File: config.mk
export PLATFORM = sky130hd
export DESIGN_NAME = tcb_rsp_combiner
export DESIGN_NICKNAME = d
export VERILOG_FILES = /design/src/tcb_pkg.sv /design/src/tcb_rsp_combiner.sv
export SDC_FILE = /design/constraint.sdc
export NUM_CORES = 1
export LEC_CHECK = 0
export BUFFER_PORTS_ARGS = -buffer_cell sky130_fd_sc_hd__buf_2
export CAP_MARGIN = 10
export CORE_UTILIZATION = 43
export DETAILED_ROUTE_END_ITERATION = 8
export HOLD_SLACK_MARGIN = 0.06
export PLACE_DENSITY = 0.86
export RECOVER_POWER = 50
export SETUP_SLACK_MARGIN = 0.05
export SLEW_MARGIN = 30
export SYNTH_ARGS = -nofsm -noshare
export SYNTH_HDL_FRONTEND = slang
export SYNTH_SLANG_ARGS = --single-unit
File: constraint.sdc
create_clock -name clk -period 5.3 [get_ports clk]
set_clock_uncertainty 0.15 [all_clocks]
set_input_delay 0.795 -clock clk [delete_from_list [all_inputs] [get_ports clk]]
set_output_delay 0.795 -clock clk [all_outputs]
set_load 0.02 [all_outputs]
File: src/tcb_pkg.sv
package tcb_pkg;

////////////////////////////////////////
// bus geometry
////////////////////////////////////////

  // data bus, fixed at 32 bits
  localparam int unsigned tcb_data_width = 32;
  localparam int unsigned tcb_byte_count = 4;
  localparam int unsigned tcb_byte_width = tcb_data_width / tcb_byte_count;

  // byte address, split into word address and lane offset
  localparam int unsigned tcb_addr_width      = 12;
  localparam int unsigned tcb_off_width       = $clog2(tcb_byte_count);
  localparam int unsigned tcb_word_addr_width = tcb_addr_width - tcb_off_width;

  // on-chip memory size in words
  localparam int unsigned tcb_mem_depth = 1024;

////////////////////////////////////////
// encodings
////////////////////////////////////////

  // access size, log2 of the byte count
  // encoding 3 is unused
  typedef enum logic [1:0] {
    size_byte = 2'd0,
    size_half = 2'd1,
    size_word = 2'd2
  } tcb_size_e;

  // byte order of the request data
  typedef enum logic {
    endian_little = 1'b0,
    endian_big    = 1'b1
  } tcb_endian_e;

  // response status
  typedef enum logic {
    status_ok         = 1'b0,
    status_misaligned = 1'b1
  } tcb_status_e;

////////////////////////////////////////
// transfer structs
////////////////////////////////////////

  // reference mode request, data right-aligned
  typedef struct packed {
    logic                      wen;
    logic [tcb_addr_width-1:0] adr;
    tcb_size_e                 siz;
    tcb_endian_e               ndn;
    logic [tcb_data_width-1:0] wdt;
  } tcb_req_t;

  // memory mode request, data on address lanes
  typedef struct packed {
    logic                           wen;
    logic [tcb_word_addr_width-1:0] adr;
    logic [tcb_byte_count-1:0]      ben;
    logic [tcb_data_width-1:0]      wdt;
  } tcb_mem_req_t;

  // response back to the manager
  typedef struct packed {
    logic [tcb_data_width-1:0] rdt;
    tcb_status_e               sts;
  } tcb_rsp_t;

  // index of the last byte within a sized field
  function automatic logic [tcb_off_width-1:0] tcb_size_last(tcb_size_e siz);
    case (siz)
      size_half: return 2'd1;
      size_word: return 2'd3;
      default:   return 2'd0;
    endcase
  endfunction

endpackage

File: src/tcb_rsp_combiner.sv
`timescale 1ns/1ps

module tcb_rsp_combiner (
  input  logic                                clk,
  input  logic                                reset,
  // handshake fired this cycle
  input  logic                                acc,
  // request attributes sampled on acc
  input  tcb_pkg::tcb_req_t                   req,
  input  logic                                mal,
  // memory read data valid the cycle after acc
  input  logic [tcb_pkg::tcb_data_width-1:0]  mem_rdt,
  // response toward the manager
  output logic                                rsp_vld,
  output tcb_pkg::tcb_rsp_t                   rsp
);

////////////////////////////////////////
// attribute pipeline
////////////////////////////////////////

  // response pending
  logic                              vld_q;
  // access attributes of the pending response
  logic                              wen_q;
  logic                              mal_q;
  tcb_pkg::tcb_size_e                siz_q;
  tcb_pkg::tcb_endian_e              ndn_q;
  logic [tcb_pkg::tcb_off_width-1:0] off_q;

  always_ff @(posedge clk) begin
    if (reset) begin
      vld_q <= 1'b0;
    end else begin
      vld_q <= acc;
    end
  end

  // captured only on a transfer
  always_ff @(posedge clk) begin
    if (acc) begin
      wen_q <= req.wen;
      mal_q <= mal;
      siz_q <= req.siz;
      ndn_q <= req.ndn;
      off_q <= req.adr[tcb_pkg::tcb_off_width-1:0];
    end
  end

////////////////////////////////////////
// read data back to reference mode
////////////////////////////////////////

  logic [tcb_pkg::tcb_off_width-1:0] last;
  logic [tcb_pkg::tcb_off_width-1:0] lane [tcb_pkg::tcb_byte_count];

  logic [tcb_pkg::tcb_byte_count-1:0][tcb_pkg::tcb_byte_width-1:0] mem_lanes;
  logic [tcb_pkg::tcb_byte_count-1:0][tcb_pkg::tcb_byte_width-1:0] rdt_bytes;

  assign last      = tcb_pkg::tcb_size_last(siz_q);
  assign mem_lanes = mem_rdt;

  // inverse of the mapper steering
  always_comb begin
    for (int k = 0; k < tcb_pkg::tcb_byte_count; k++) begin
      // little endian takes byte k from lane off+k
      // big endian takes byte k from lane off+last-k
      if (ndn_q == tcb_pkg::endian_big) begin
        lane[k] = off_q + last - k[tcb_pkg::tcb_off_width-1:0];
      end else begin
        lane[k] = off_q + k[tcb_pkg::tcb_off_width-1:0];
      end
      // bytes beyond the size read as zero
      if (k[tcb_pkg::tcb_off_width-1:0] <= last) begin
        rdt_bytes[k] = mem_lanes[lane[k]];
      end else begin
        rdt_bytes[k] = '0;
      end
    end
  end

////////////////////////////////////////
// response
////////////////////////////////////////

  assign rsp_vld = vld_q;

  // writes and misaligned accesses return zero data
  assign rsp.rdt = (wen_q | mal_q) ? '0 : rdt_bytes;
  assign rsp.sts = mal_q ? tcb_pkg::status_misaligned : tcb_pkg::status_ok;

  // one response per transfer exactly one cycle later
  a_rsp_follows_acc: assert property (
    @(posedge clk) disable iff (reset) acc |=> rsp_vld
  ) else $error("tcb_rsp_combiner: missing response after transfer");

  a_no_spurious_rsp: assert property (
    @(posedge clk) disable iff (reset) !acc |=> !rsp_vld
  ) else $error("tcb_rsp_combiner: response without transfer");

endmodule

==> results by group <==
Outcome
  – Status: finished, violations left
  – Violated checks: capacitance limit, slew limit

Yosys
  – Area fraction in compound gates after synthesis: 17.4%
  – Post-Synth Adder-Cell Area: between 2 and 2.5%
  – Distinct cells, synth: 33
  – Asr flop ratio synth: 0%
  – Simple-gate share of the synthesized area: 28.9%
  – Top-area cell type share of the netlist area: ~16%
  – Synth cell count leaders: nor3_1, a21oi_1, mux2_1
  – XOR/XNOR share of the synthesized area: under 10%
  – Post-synth EDFFs: 7
  – Syn_nets: ~260
  – Top FF cell, synth: edfxtp_1
  – Ranking of synthesized cells by area: nor3_1, edfxtp_1, mux2_1, mux2_2, a21oi_1
  – Post-synthesis cell area: ~0.0015 mm^2
  – Yosys reg bits: 8
  – Synth warnings: 0
  – Avg Cell Area, Syn: around 8.5 um^2
  – Leading area contributor after synthesis: nor3_1
  – Post-synthesis mux area share: 24.9%
  – Register area share after synthesis: about 15%
  – Largest family of logic cells by synthesized area: simple AND/OR/NAND/NOR gates
  – Top-count cell post-synth: nor3_1
  – Synth Instances: approximately 180

Setup path
  – Crit. End Element: primary output
  – CP Data Required Time: ~4.4 ns
  – Setup CP Type: reg -> out
  – Setup crit end: rsp[5]
  – Worst Setup Start Kind: register
  – WP data arrival: between 3 and 4 ns
  – Critical Path Source: siz_q[1]
  – CP max FO: 16

Cells and area
  – Final Util: 55.9%
  – Diode count: 0
  – Synth-to-layout area growth: 24.0%
  – Layout cell share with drive strength beyond 1: 47.3%
  – Final #Nets: around 330
  – Finished Layout Cells: ~290
  – Design area: 0.00187 mm^2

Pwr
  – Leak pwr: 0.764 nW
  – Clock power frac: 11.8%
  – Sw frac: 47.8%
  – Peak supply drop: approximately 0.16 mV
  – Combinational power share: 69.4%
  – Sequential power share: between 10% and 20%
  – Internal power: about 0.22 mW
  – PwrDens: around 230 mW/mm^2
  – NetSw: 0.204 mW

Die
  – Chip Height: between 60 and 70 um
  – Starting density of the core: between 40% and 50%
  – # rows: 21
  – DIE AREA: 0.00374 mm^2
  – Top-Level Pins: between 100 and 150
  – Placeable Area: 0.00334 mm^2
  – Chip Width: between 60 and 70 um

Clocking
  – Clk slew on worst S/H paths: 0.05 ns
  – CTS H-tree depth: 1
  – # hold bufs at CTS: 0
  – CTS root buf: clkbuf_4
  – Clock tree buffer depth: 2
  – Number of setup buffers added after CTS: 0
  – Post_cts resized: 0
  – Number of CTS-inserted buffers: 3
  – Clock Sinks: 8
  – TritonCTS clock tree: yes

Global route
  – Number of global-route vias before repair: 1365
  – First-pass GRT wire length: 5.99 mm
  – Overflow after GRT: 0
  – Initial antenna violation count: 0
  – Largest net degree at the start of global routing: 21
  – GRT Total Usage: 21.5%

Drt
  – Post-route DRC: 0
  – Via/cell ratio: between 5 and 6
  – Drt pass-1 iters: 4
  – Initial DRC Count: roughly 260
  – Routed len/inst: between 10 and 15 um
  – DRT antenna net count: 0
  – Total wire length: ~4.2 mm
  – Via count: 1669

STA
  – Max Freq: around 230 MHz
  – Fin crit share: ~83%
  – Fin Setup TNS: 0 ns
  – Setup-failing EPs final: 0
  – Slew @ Worst Pin: approximately 1.6 ns
  – Slew margin rel.: -5.58%
  – Slew Limit Fails: 17
  – RSZ-0062 raised after global routing: no
  – Final Hold Vio Count: 0
  – Final period demand of the worst path: about 4.4 ns
  – Hold Worst Slack: about 0.55 ns

Place
  – GPL Wtd Cong: about 0.83
  – DP HPWL: approximately 3.2 mm
  – Placed cell count: 281
  – I/O Buffers: 75
  – Placed inst area: 0.00185 mm^2

Flow run
  – Max-cap violations: 1

Hold path
  – HP Class: in -> reg
[sequential cells by signal, indices dropped and copies added (netlist names)]
name	cells
siz_q	2
off_q	2
wen_q	1
rsp_vld	1
mal_q	1
ndn_q	1
[power groups by stage]
| stage | clock network (mW) | logic (mW) | registers [mW] |
|---|---|---|---|
| 3_5_place_dp | 0 | 0.291 | 0.0812 |
| 2_1_floorplan | 0 | 0.238 | 0.0787 |
| 4_1_cts | 0.0527 | 0.292 | 0.0801 |
| 6_report | 0.0503 | 0.296 | 0.0801 |
| 3_3_place_gp | 0 | 0.276 | 0.0807 |
| 5_1_grt | 0.0555 | 0.319 | 0.0808 |
[worst min-delay path by stage]
| stage | startpoint | endpoint | slack [ns] | cells past startpoint |
|---|---|---|---|---|
| 6_report | reset | rsp_vld | 0.55 | 2 |
| 5_1_grt | reset | rsp_vld | 0.54 | 2 |
| 4_1_cts | reset | rsp_vld | 0.54 | 2 |
| 3_5_place_dp | reset | rsp_vld | 0.81 | 2 |
| 3_3_place_gp | reset | rsp_vld | 0.80 | 2 |
| 2_1_floorplan | reset | rsp_vld | 0.72 | 1 |
[cells by family (layout without fill, tap and decap cells)]
| kind of cell | Yosys count | in the layout |
|---|---|---|
| buffers and inverters | 21 | 83 |
| AO/OA/AOI/OAI | 38 | 38 |
| XOR/XNOR | 2 | 2 |
| flip-flops | 8 | 8 |
| adder cells (fa/ha/maj) | 3 | 3 |
| multiplexers | 33 | 33 |
| AND/OR/NAND/NOR | 72 | 72 |
[per-layer routing]
metal	share of wire (%)	wire, um	track usage (%)	vias up
met1	44	1860	30.2	765
li1	-	-	-	800
met2	47	2000	32.6	96
met3	7.6	324	2.31	8
met4	1.4	59	10.7	0
met5	0	0	0	-
[per-stage QoR]
stage | worst slack [ns] | power, mW
after floorplan | 1.61 | 0.316
after global placement | 1.35 | 0.356
after detailed placement | 1.36 | 0.372
after CTS | 1.08 | 0.425
after global routing | 0.581 | 0.456
final | 0.892 | 0.427
[worst max-delay path, stage by stage, from the launching register on]
cell and delay (ns):
edfxtp_1 0.39, ha_1 0.49, inv_1 0.09, ha_1 0.23, xnor2_1 0.18, nor3_1 1.21
nor3_1 0.10, nor3_1 0.26, clkbuf_1 0.27
[area by class of cell]
type                            instances  area [um^2]
Multi-Input combinational cell        148         1150
Timing Repair Buffer                   76          392
Clock buffer                            4         26.3
Sequential cell                         8          230
Fill cell                             318         1470
Tap cell                               46         57.6
Inverter                                3         11.3
[layout by cell type (no fill, tap or decap), types with 2 or more instances in the layout]
cell       n
mux2_2    15
clkbuf_1  10
nor4_1     5
nor3_1    49
inv_1      2
ha_1       3
mux2_1    17
edfxtp_1   7
nor4_2     3
nor2_1     2
clkbuf_4   3
buf_2     66
a21oi_1   22
nor3_2     8
a21oi_2   10
Note: power is estimated with default switching activity, not from simulation.
