--- src/tcb_pkg.sv ---
package tcb_pkg;

////////////////////////////////////////
// bus geometry
////////////////////////////////////////

  // data bus, fixed at 32 bits
  localparam int unsigned tcb_data_width = 32;
  localparam int unsigned tcb_byte_count = 4;
  localparam int unsigned tcb_byte_width = tcb_data_width / tcb_byte_count;

  // byte address, split into word address and lane offset
  localparam int unsigned tcb_addr_width      = 12;
  localparam int unsigned tcb_off_width       = $clog2(tcb_byte_count);
  localparam int unsigned tcb_word_addr_width = tcb_addr_width - tcb_off_width;

  // on-chip memory size in words
  localparam int unsigned tcb_mem_depth = 1024;

////////////////////////////////////////
// encodings
////////////////////////////////////////

  // access size, log2 of the byte count
  // encoding 3 is unused
  typedef enum logic [1:0] {
    size_byte = 2'd0,
    size_half = 2'd1,
    size_word = 2'd2
  } tcb_size_e;

  // byte order of the request data
  typedef enum logic {
    endian_little = 1'b0,
    endian_big    = 1'b1
  } tcb_endian_e;

  // response status
  typedef enum logic {
    status_ok         = 1'b0,
    status_misaligned = 1'b1
  } tcb_status_e;

////////////////////////////////////////
// transfer structs
////////////////////////////////////////

  // reference mode request, data right-aligned
  typedef struct packed {
    logic                      wen;
    logic [tcb_addr_width-1:0] adr;
    tcb_size_e                 siz;
    tcb_endian_e               ndn;
    logic [tcb_data_width-1:0] wdt;
  } tcb_req_t;

  // memory mode request, data on address lanes
  typedef struct packed {
    logic                           wen;
    logic [tcb_word_addr_width-1:0] adr;
    logic [tcb_byte_count-1:0]      ben;
    logic [tcb_data_width-1:0]      wdt;
  } tcb_mem_req_t;

  // response back to the manager
  typedef struct packed {
    logic [tcb_data_width-1:0] rdt;
    tcb_status_e               sts;
  } tcb_rsp_t;

  // index of the last byte within a sized field
  function automatic logic [tcb_off_width-1:0] tcb_size_last(tcb_size_e siz);
    case (siz)
      size_half: return 2'd1;
      size_word: return 2'd3;
      default:   return 2'd0;
    endcase
  endfunction

endpackage

--- src/tcb_lane_mapper.sv ---
`timescale 1ns/1ps

module tcb_lane_mapper (
  // reference mode request from the manager
  input  tcb_pkg::tcb_req_t     req,
  // memory mode request toward the array
  output tcb_pkg::tcb_mem_req_t mem_req
);

////////////////////////////////////////
// local signals
////////////////////////////////////////

  // lane offset within the word
  logic [tcb_pkg::tcb_off_width-1:0] off;
  // last byte index of the sized field
  logic [tcb_pkg::tcb_off_width-1:0] last;

  // size mask before shifting to the offset
  logic [tcb_pkg::tcb_byte_count-1:0] siz_mask;

  // write data viewed as byte lanes
  logic [tcb_pkg::tcb_byte_count-1:0][tcb_pkg::tcb_byte_width-1:0] req_wdt;
  logic [tcb_pkg::tcb_byte_count-1:0][tcb_pkg::tcb_byte_width-1:0] mem_wdt;

  // lane position relative to the offset and the byte it takes
  logic [tcb_pkg::tcb_off_width-1:0] rel [tcb_pkg::tcb_byte_count];
  logic [tcb_pkg::tcb_off_width-1:0] sel [tcb_pkg::tcb_byte_count];

  assign off     = req.adr[tcb_pkg::tcb_off_width-1:0];
  assign last    = tcb_pkg::tcb_size_last(req.siz);
  assign req_wdt = req.wdt;

////////////////////////////////////////
// byte enables
////////////////////////////////////////

  // low bytes covered by the size
  always_comb begin
    for (int i = 0; i < tcb_pkg::tcb_byte_count; i++) begin
      siz_mask[i] = (i[tcb_pkg::tcb_off_width-1:0] <= last);
    end
  end

  // shifted up to the addressed lanes
  // overflow only on misaligned accesses that the top gates off
  assign mem_req.ben = siz_mask << off;

////////////////////////////////////////
// write data steering
////////////////////////////////////////

  always_comb begin
    for (int i = 0; i < tcb_pkg::tcb_byte_count; i++) begin
      // distance of lane i above the offset modulo 4
      rel[i] = i[tcb_pkg::tcb_off_width-1:0] - off;
      // little endian puts byte k on lane off+k
      // big endian reverses the bytes within the field
      if (req.ndn == tcb_pkg::endian_big) begin
        sel[i] = last - rel[i];
      end else begin
        sel[i] = rel[i];
      end
      mem_wdt[i] = req_wdt[sel[i]];
    end
  end

  // unused lanes carry don't-care bytes that ben masks
  assign mem_req.wdt = mem_wdt;

////////////////////////////////////////
// command and address
////////////////////////////////////////

  assign mem_req.wen = req.wen;

  // word address without the offset bits
  assign mem_req.adr = req.adr[tcb_pkg::tcb_addr_width-1:tcb_pkg::tcb_off_width];

endmodule

--- config.mk ---
export PLATFORM = sky130hd
export DESIGN_NAME = tcb_lane_mapper
export DESIGN_NICKNAME = d
export VERILOG_FILES = /design/src/tcb_pkg.sv /design/src/tcb_lane_mapper.sv
export SDC_FILE = /design/constraint.sdc
export NUM_CORES = 1
export LEC_CHECK = 0
export BUFFER_PORTS_ARGS = -buffer_cell sky130_fd_sc_hd__buf_2
export CAP_MARGIN = 20
export CORE_MARGIN = 4
export CORE_UTILIZATION = 44
export DETAILED_ROUTE_END_ITERATION = 10
export PLACE_DENSITY = 0.95
export SETUP_SLACK_MARGIN = 0.5
export SYNTH_ARGS = -nofsm -noshare
export SYNTH_HDL_FRONTEND = slang
export SYNTH_SLANG_ARGS = --single-unit
--- constraint.sdc ---
create_clock -name vclk -period 4.45
set_input_delay 0.2225 -clock vclk [all_inputs]
set_output_delay 0.2225 -clock vclk [all_outputs]
set_load 0.03 [all_outputs]
==> results of run 1 <==
-- worst max-delay path by stage --
stage | to | cells past startpoint | startpoint
3_3_place_gp | mem_req[22] | 8 | req[33]
6_report | mem_req[16] | 8 | req[33]
2_1_floorplan | mem_req[11] | 6 | req[33]
3_5_place_dp | mem_req[16] | 8 | req[33]
5_1_grt | mem_req[16] | 8 | req[33]
4_1_cts | mem_req[16] | 8 | req[33]
-- worst max-delay path, stage by stage --
cell and delay, ps:
buf_2 80, inv_1 50, ha_1 360, nor2b_1 90
xnor2_2 660, buf_4 420, mux4_1 610, buf_2 200
-- routing by layer --
metal	global-route usage	up-vias
met5	0	-
met4	0.0199	0
met3	0.0197	10
met2	0.316	59
met1	0.208	468
li1	-	437
-- cell families after synthesis --
logic type      count (synthesis)  share of synthesized area
compound gates                  5                     0.0348
simple gates                    8                     0.0528
mux                            32                      0.708
xor+xnor                        3                     0.0405
fa+ha+maj                       3                     0.0337
buf+inv                        19                      0.130
-- placed cells by master (no fill, tap or decap) --
| cell | count |
|---|---|
| o21ai_1 | 1 |
| inv_1 | 3 |
| ha_1 | 3 |
| xnor2_2 | 1 |
| a21oi_1 | 1 |
| o21ai_4 | 1 |
| mux4_1 | 18 |
| mux4_2 | 14 |
| nor2_1 | 2 |
| buf_2 | 73 |
| nand2_1 | 1 |
| a21boi_0 | 1 |
| nor2b_1 | 1 |
| buf_4 | 2 |
| xnor2_4 | 1 |
| or3_1 | 1 |
| xor2_1 | 1 |
| nor2b_2 | 1 |
| o21ai_0 | 1 |
| nand4bb_2 | 1 |
| and3b_2 | 1 |
-- final cells by class --
class / count / area share
timing repair buffer: 75 / 0.271
tap: 28 / 0.0250
inverter: 3 / 0.00803
multi-input combinational: 51 / 0.696
-- report_power, final --
| group | internal (mW) | switching (mW) |
|---|---|---|
| combinational | 0.144 | 0.212 |
| sequential | 0 | 0 |
| clock | 0 | 0 |
-- through the flow --
stage,cells,worst slack [ps],utilization
6_report,157,1530,0.605
4_1_cts,157,1490,0.605
5_1_grt,157,1320,0.605
3_5_place_dp,157,1500,0.605
2_1_floorplan,70,2180,-
3_3_place_gp,157,1610,0.605
==> out/metrics.yaml, run 1 <==
status:
  status: "finished, final reports clean"
setup_path:
  critical_path_class: "in2out"
  cp.required_ps: 4230
  start_kind: "primary input"
  setup.worst_path.end_class: "output port"
  worstPathArrival_ps: 2700
  crit_fanout: 20
final_layout:
  seq_cell_count: 0
  clock_buffers: 0
  design_area_mm2: 0.00140
  antennaDiodeCount: 0
  seq_area_um2: 0
  drive_gt1_frac: 0.736
  final_nets: 182
  multi_input_area_um2: 976
  fillers: 184
  syn2layout_area_growth_pct: 26.0
floorplan:
  die_h_um: 58.3
  ioPinCount: 95
  placementRows: 17
  start_util: 0.480
  core_area_mm2: 0.00232
  dieWidth_um: 58.3
  die_area_mm2: 0.00340
synthesis:
  netlist_instances: 70
  synthMostInstantiatedCell: "mux4_1"
  synth.top_cells.by_area: "mux4_1, mux4_2, buf_4"
  yosysWarnings: 0
  yosysTopAreaCellShare: 0.425
  postSynthAreaPerCell_um2: 15.9
  yosysUniqueCellTypes: 22
  seq_area_frac_synth: 0
  syn_area_mm2: 0.00111
  synth_top_area_cell: "mux4_1"
  synthesis.nets: 121
  synthTopCellsByCount: "mux4_1, mux4_2, buf_4"
global_routing:
  grt_pass1_vias: 969
  track_usage: 0.167
  grt_max_degree: 21
  grt_pass1_wl_mm: 4.63
  gr-total-overflow: 0
  antenna_found_initial: 0
sta:
  whs_ps: 445
  fmax_ghz: 0.342
  rsz0062_at_grt: "no"
  slew_violations: 0
  setup_viol_count_final: 0
  hold_viol_final: 0
  worst_pin_slew_ps: 843
  max_slew_margin: 0.435
  final.min_clock_period_ps: 2920
  fin_crit_sh: 0.656
  finalSetupTns_ps: 0
detailed_routing:
  drc: 0
  wirelength_mm: 2.87
  dr.pass1.iters: 4
  wl_met3_um: 331
  wl_met2_mm: 1.50
  drt_iter0_drc: 75
  vias: 974
  wl_per_cell_um: 18.3
  drtAntennaViolNets: 0
  wl_met1_mm: 1.01
  via_per_inst: 6.20
  top_layer: "met4"
place:
  port_buffers: 73
  dp_hpwl_mm: 2.37
  gp_congestion: 0.718
  postPlaceCellArea_mm2: 0.00140
worst_hold_path:
  hold_path_class: "in2out"
  min_path_cells: 0
  min_from: "req[40]"
  min_to: "mem_req[39]"
power_and_ir_drop:
  max-vdd-ir-drop_v: 0.000175
  leakage_nw: 0.664
  p_total_mw: 0.356
  powerDensity_mw_per_mm2: 254
run:
  drv_cap: 0
clock_network:
  cts_resized: 0
  cts_setup_buffers: 0
  ctsHoldBuffers: 0
(Power assumes the default switching activity.)
==> inputs of run 2 (changes only) <==
--- a/config.mk
+++ b/config.mk
@@ -5,12 +5,13 @@
 export SDC_FILE = /design/constraint.sdc
 export NUM_CORES = 1
 export LEC_CHECK = 0
+export ABC_AREA = 1
 export BUFFER_PORTS_ARGS = -buffer_cell sky130_fd_sc_hd__buf_2
 export CAP_MARGIN = 20
 export CORE_MARGIN = 4
-export CORE_UTILIZATION = 44
+export CORE_UTILIZATION = 43
 export DETAILED_ROUTE_END_ITERATION = 10
-export PLACE_DENSITY = 0.95
+export PLACE_DENSITY = 0.9
 export SETUP_SLACK_MARGIN = 0.5
 export SYNTH_ARGS = -nofsm -noshare
 export SYNTH_HDL_FRONTEND = slang
==> constraint.sdc (replaced) <==
create_clock -name vclk -period 2.8
set_input_delay 0.14 -clock vclk [all_inputs]
set_output_delay 0.14 -clock vclk [all_outputs]
set_load 0.03 [all_outputs]
==> out/metrics.yaml, run 2 <==
status:
  status: "finished, final reports clean"
worst_hold_path:
  min_path_cells: 0  # unchanged
  min_to: "mem_req[38]"
  hold_path_class: "in2out"
  min_from: "req[39]"
setup_path:
  cp_slowest_stage_delay_ps: 490  # -170 ps
  setup.worst_path.end_class: "output port"
  crit_family: "simple AND/OR/NAND/NOR gates"
  crit_fanout: 32  # +60%
  worstPathArrival_ps: 1950  # -750 ps
  start_kind: "primary input"
  worst-path-buf-inv: 3  # -1
  path_cells: "buf_2 -> inv_1 -> ha_1 -> nand2_1 -> nand3_2 -> nand3_1 -> nand2_1 -> nand2_1 -> nand2_1 -> buf_2"
  critical-path-slowest-cell: "nand3_2"
  cp_common_cell: "nand2_1"
  cp.required_ps: 2660  # -1570 ps
  critical_path_class: "in2out"
final_layout:
  fillers: 296  # +61%
  seq_cell_count: 0  # unchanged
  final_nets: 373  # +100%
  antennaDiodeCount: 0  # unchanged
  layout_commonest_cell: "nand2_1"
  seq_area_um2: 0  # unchanged
  layout_common_cells: "nand2_1, nand3_1, buf_2, inv_1, nand2_2"
  multi_input_area_mm2: 0.00102  # +4.6%
  syn2layout_area_growth_pct: 19.7
  drive_gt1_frac: 0.259  # -0.477
  clock_buffers: 0  # unchanged
sta:
  rsz0062_at_grt: "no"
  slew_violations: 0  # unchanged
  worst_pin_slew_ps: 981  # +138 ps
  final.min_clock_period_ps: 2090
  finalSetupTns_ps: 0  # unchanged
  hold_viol_final: 0  # unchanged
  max_slew_margin: 0.344  # -0.0907
  setup_viol_count_final: 0  # unchanged
  fin_crit_sh: 0.748
  fmax_ghz: 0.478
global_routing:
  grt_util_met3: 0.0168  # -0.00297
  grt_use_met1: 0.296  # +0.0872
  gr-total-overflow: 0  # unchanged
  grt_max_degree: 33  # +57%
  grt_pass1_vias: 1389  # +43%
  antenna_found_initial: 0  # unchanged
  busiest_layer: "met2"
  grt.met2_usage: 0.305  # -0.0109
  grt_pass1_wl_mm: 6.10  # +32%
  track_usage: 0.199  # +0.0320
clock_network:
  ctsHoldBuffers: 0  # unchanged
  cts_resized: 0  # unchanged
  cts_setup_buffers: 0  # unchanged
synthesis:
  seq_area_frac_synth: 0  # unchanged
  synthesis.nets: 324  # +170%
  synthTopCellsByCount: "nand2_1, nand3_1, buf_2, buf_4, inv_1"
  yosysTopAreaCellShare: 0.449  # +0.0242
  yosysWarnings: 0  # unchanged
  synth_top_area_cell: "nand2_1"
  synthMostInstantiatedCell: "nand2_1"
  postSynthAreaPerCell_um2: 4.53  # -72%
  syn_area_mm2: 0.00124  # +11%
  netlist_instances: 273  # +290%
  yosysUniqueCellTypes: 13  # -41%
  synth.top_cells.by_area: "nand2_1, nand3_1, buf_4"
floorplan:
  placementRows: 19  # +2
  die_area_mm2: 0.00380  # +12%
  start_util: 0.449  # -0.0316
  core_area_mm2: 0.00276  # +19%
  ioPinCount: 95  # unchanged
  dieWidth_um: 61.6  # +5.7%
  die_h_um: 61.6  # +5.7%
power_and_ir_drop:
  p_seq_frac: 0  # unchanged
  p_sw_frac: 0.714  # +0.120
  pwr-share-clk: 0  # unchanged
  combinationalPowerShare: 1.000  # about the same
  powerDensity_mw_per_mm2: 377  # +49%
  p_total_mw: 0.558  # +57%
  leakage_nw: 1.04  # +56%
  internal_power_mw: 0.159  # +11%
  netSwitchingPower_mw: 0.399  # +89%
  max-vdd-ir-drop_v: 0.000227  # +30%
detailed_routing:
  wl_per_cell_um: 11.5  # -37%
  dr.pass1.iters: 4  # unchanged
  vias: 1865  # +91%
  drc: 0  # unchanged
  via_per_inst: 5.31  # -14%
  wirelength_mm: 4.05  # +41%
  drt_iter0_drc: 113  # +51%
  drtAntennaViolNets: 0  # unchanged
run:
  drv_cap: 0  # unchanged
place:
  port_buffers: 73  # unchanged
  gp_congestion: 0.896  # +25%
  dp_hpwl_mm: 3.22  # +36%
==> run 2: worst max-delay path by stage <==
stage	depth (start not counted)	slack, ps	startpoint	to
3_3_place_gp	10	830	req[33]	mem_req[10]
2_1_floorplan	10	1250	req[33]	mem_req[0]
5_1_grt	10	530	req[33]	mem_req[28]
4_1_cts	10	750	req[33]	mem_req[26]
3_5_place_dp	10	740	req[33]	mem_req[26]
6_report	10	710	req[33]	mem_req[26]
==> run 2: cell type report <==
class              instances  share of cell area
repair buffers            75               0.257
multi-input cells        234               0.689
well taps                 31              0.0262
inverters                 11              0.0279
==> run 2: power by group through the flow <==
stage | logic (mW) | clock network, mW | registers (mW)
3_5_place_dp | 0.555 | 0 | 0
3_3_place_gp | 0.547 | 0 | 0
5_1_grt | 0.612 | 0 | 0
2_1_floorplan | 0.444 | 0 | 0
4_1_cts | 0.556 | 0 | 0
6_report | 0.558 | 0 | 0
==> run 2: cell families (layout without fill, tap and decap cells) <==
kind of cell             count (synthesis)  in the layout  synth area share
adder cells (fa/ha/maj)                  3              3            0.0303
AO/OA/AOI/OAI                            2              2           0.00910
AND/OR/NAND/NOR                        229            229             0.786
buffers and inverters                   39             86             0.175
==> run 2: per-layer routing <==
metal | part of all wire | routed length [um]
met5 | 0 | 0
met4 | 0.017 | 68
met3 | 0.10 | 412
met2 | 0.46 | 1870
met1 | 0.42 | 1710
==> run 2: per-stage QoR <==
stage | instance area [um2] | hold slack, ps | cells | utilization | setup slack [ps]
after floorplan | 1240 | 392 | 273 | - | 1250
after global placement | 1480 | 280 | 351 | 0.537 | 832
after detailed placement | 1480 | 280 | 351 | 0.537 | 745
after CTS | 1480 | 280 | 351 | 0.537 | 747
after global routing | 1480 | 280 | 351 | 0.537 | 528
final | 1480 | 280 | 351 | 0.537 | 706
==> inputs of run 3 (changes only) <==
==> constraint.sdc (replaced) <==
create_clock -name vclk -period 2
set_input_delay 0.1 -clock vclk [all_inputs]
set_output_delay 0.1 -clock vclk [all_outputs]
set_load 0.03 [all_outputs]
==> out/metrics.yaml, run 3 (synthesized netlist as in run 2, its figures left out) <==
status:
  status: "finished, final reports clean"
sta:
  fmax_ghz: 0.573
  whs_ps: 200  # -80.0 ps
  finalSetupTns_ps: 0  # unchanged
  finalWorstSetupSlack_ps: 256  # -451 ps
  final.min_clock_period_ps: 1740
  slew_violations: 0  # unchanged
  setup_viol_count_final: 0  # unchanged
  hold_viol_final: 0  # unchanged
  fin_crit_sh: 0.872
  worst_pin_slew_ps: 371  # -610 ps
  max_slew_margin: 0.753  # +0.408
  rsz0062_at_grt: "yes"
global_routing:
  antenna_found_initial: 0  # unchanged
  grt_pass1_wl_mm: 7.80  # +28%
  grt_max_degree: 33  # unchanged
  grt_pass1_vias: 1764  # +27%
  track_usage: 0.264  # +0.0653
  gr-total-overflow: 0  # unchanged
detailed_routing:
  via_per_inst: 6.87  # +29%
  dr.pass1.iters: 7  # +3
  wl_per_cell_um: 21.4  # +85%
  drt_iter0_drc: 475  # +320%
  drc: 0  # unchanged
  wirelength_mm: 7.71  # +90%
  drtAntennaViolNets: 0  # unchanged
  vias: 2473  # +33%
power_and_ir_drop:
  p_total_mw: 1.24  # +120%
  leakage_nw: 1.26  # +22%
  powerDensity_mw_per_mm2: 546  # +45%
  max-vdd-ir-drop_v: 0.000535  # +140%
final_layout:
  antennaDiodeCount: 0  # unchanged
  layout_commonest_cell: "nand2_1"
  seq_cell_count: 0  # unchanged
  drive_gt1_frac: 0.532  # +0.273
  seq_area_um2: 0  # unchanged
  syn2layout_area_growth_pct: 83.1
  layout_common_cells: "nand2_1, nand2_2, nand3_1, buf_2, buf_6"
  clock_buffers: 0  # unchanged
  final_nets: 382  # +2.4%
  fillers: 150  # -49%
place:
  pre_cts_slack_ps: 62.8  # -682 ps
  dp_hpwl_mm: 3.25  # +0.97%
  gp_congestion: 0.919  # +2.6%
  port_buffers: 73  # unchanged
setup_path:
  path_cells: "buf_6 -> inv_4 -> ha_4 -> inv_4 -> nand2_4 -> nand3_4 -> buf_12 -> nand3_1 -> nand2_2 -> nand2_1 -> nand2_1 -> buf_6"
  critical_path_class: "in2out"
  start_kind: "primary input"
  crit_fanout: 8  # -75%
  cp_slowest_stage_delay_ps: 350  # -140 ps
  setup.worst_path.end_class: "output port"
  cp.required_ps: 1900  # -760 ps
  worstPathArrival_ps: 1640  # -310 ps
  critical-path-slowest-cell: "ha_4"
floorplan:
  start_util: 0.449  # unchanged
  ioPinCount: 95  # unchanged
  die_h_um: 61.6  # unchanged
  core_area_mm2: 0.00276  # unchanged
  dieWidth_um: 61.6  # unchanged
  die_area_mm2: 0.00380  # unchanged
  placementRows: 19  # unchanged
clock_network:
  ctsHoldBuffers: 0  # unchanged
worst_hold_path:
  hold_path_class: "in2out"
run:
  drv_cap: 0  # unchanged
[run 3: cell count changes in the layout (fill, tap and decap cells not counted), sizes merged]
cell	change
nand3	+3
buf	+3
clkbuf	+2
nand2	+1
[run 3: what timing repair did]
action,CTS,global route
cloned,5,2
setup endpoints to repair,32,32
resized for setup,57,125
pin swaps,6,51
setup buffers,0,1
[run 3: worst paths after layout]
path | cells past startpoint | slack [ps] | endpoint | startpoint
hold / removal | 0 | 200 | mem_req[44] | req[45]
setup / recovery | 12 | 260 | mem_req[24] | req[33]
[run 3: metal layers]
| metal | vias up | GRT usage | routed length, um | part of all wire |
|---|---|---|---|---|
| met2 | 317 | 0.432 | 3320 | 0.43 |
| met3 | 91 | 0.0419 | 1110 | 0.14 |
| met5 | - | 0 | 0 | 0 |
| met4 | 0 | 0.103 | 605 | 0.079 |
| met1 | 1073 | 0.345 | 2670 | 0.35 |
| li1 | 992 | - | - | - |
[run 3: area by class of cell]
type	instances	area (um2)	area share
timing repair buffer	80	717	0.316
multi-input combinational	238	1460	0.644
inverter	11	51.3	0.0226
tap	31	38.8	0.0171
[run 3: critical path, delay by kind of cell]
kind          cells  cell delay (ps)
fa+ha+maj         1              350
simple gates      6              650
buf+inv           5              540
[run 3: power by group]
part	total (mW)	switching, mW	internal [mW]	leakage, nW
registers	0	0	0	0
logic	1.24	0.784	0.454	1.26
clock network	0	0	0	0
total	1.24	0.784	0.454	1.26
[run 3: metrics by stage]
step	utilization	area (um2)	cells
2_1_floorplan	-	1240	273
3_3_place_gp	0.544	1500	352
3_5_place_dp	0.544	1500	352
4_1_cts	0.643	1770	357
5_1_grt	0.822	2270	360
6_report	0.822	2270	360
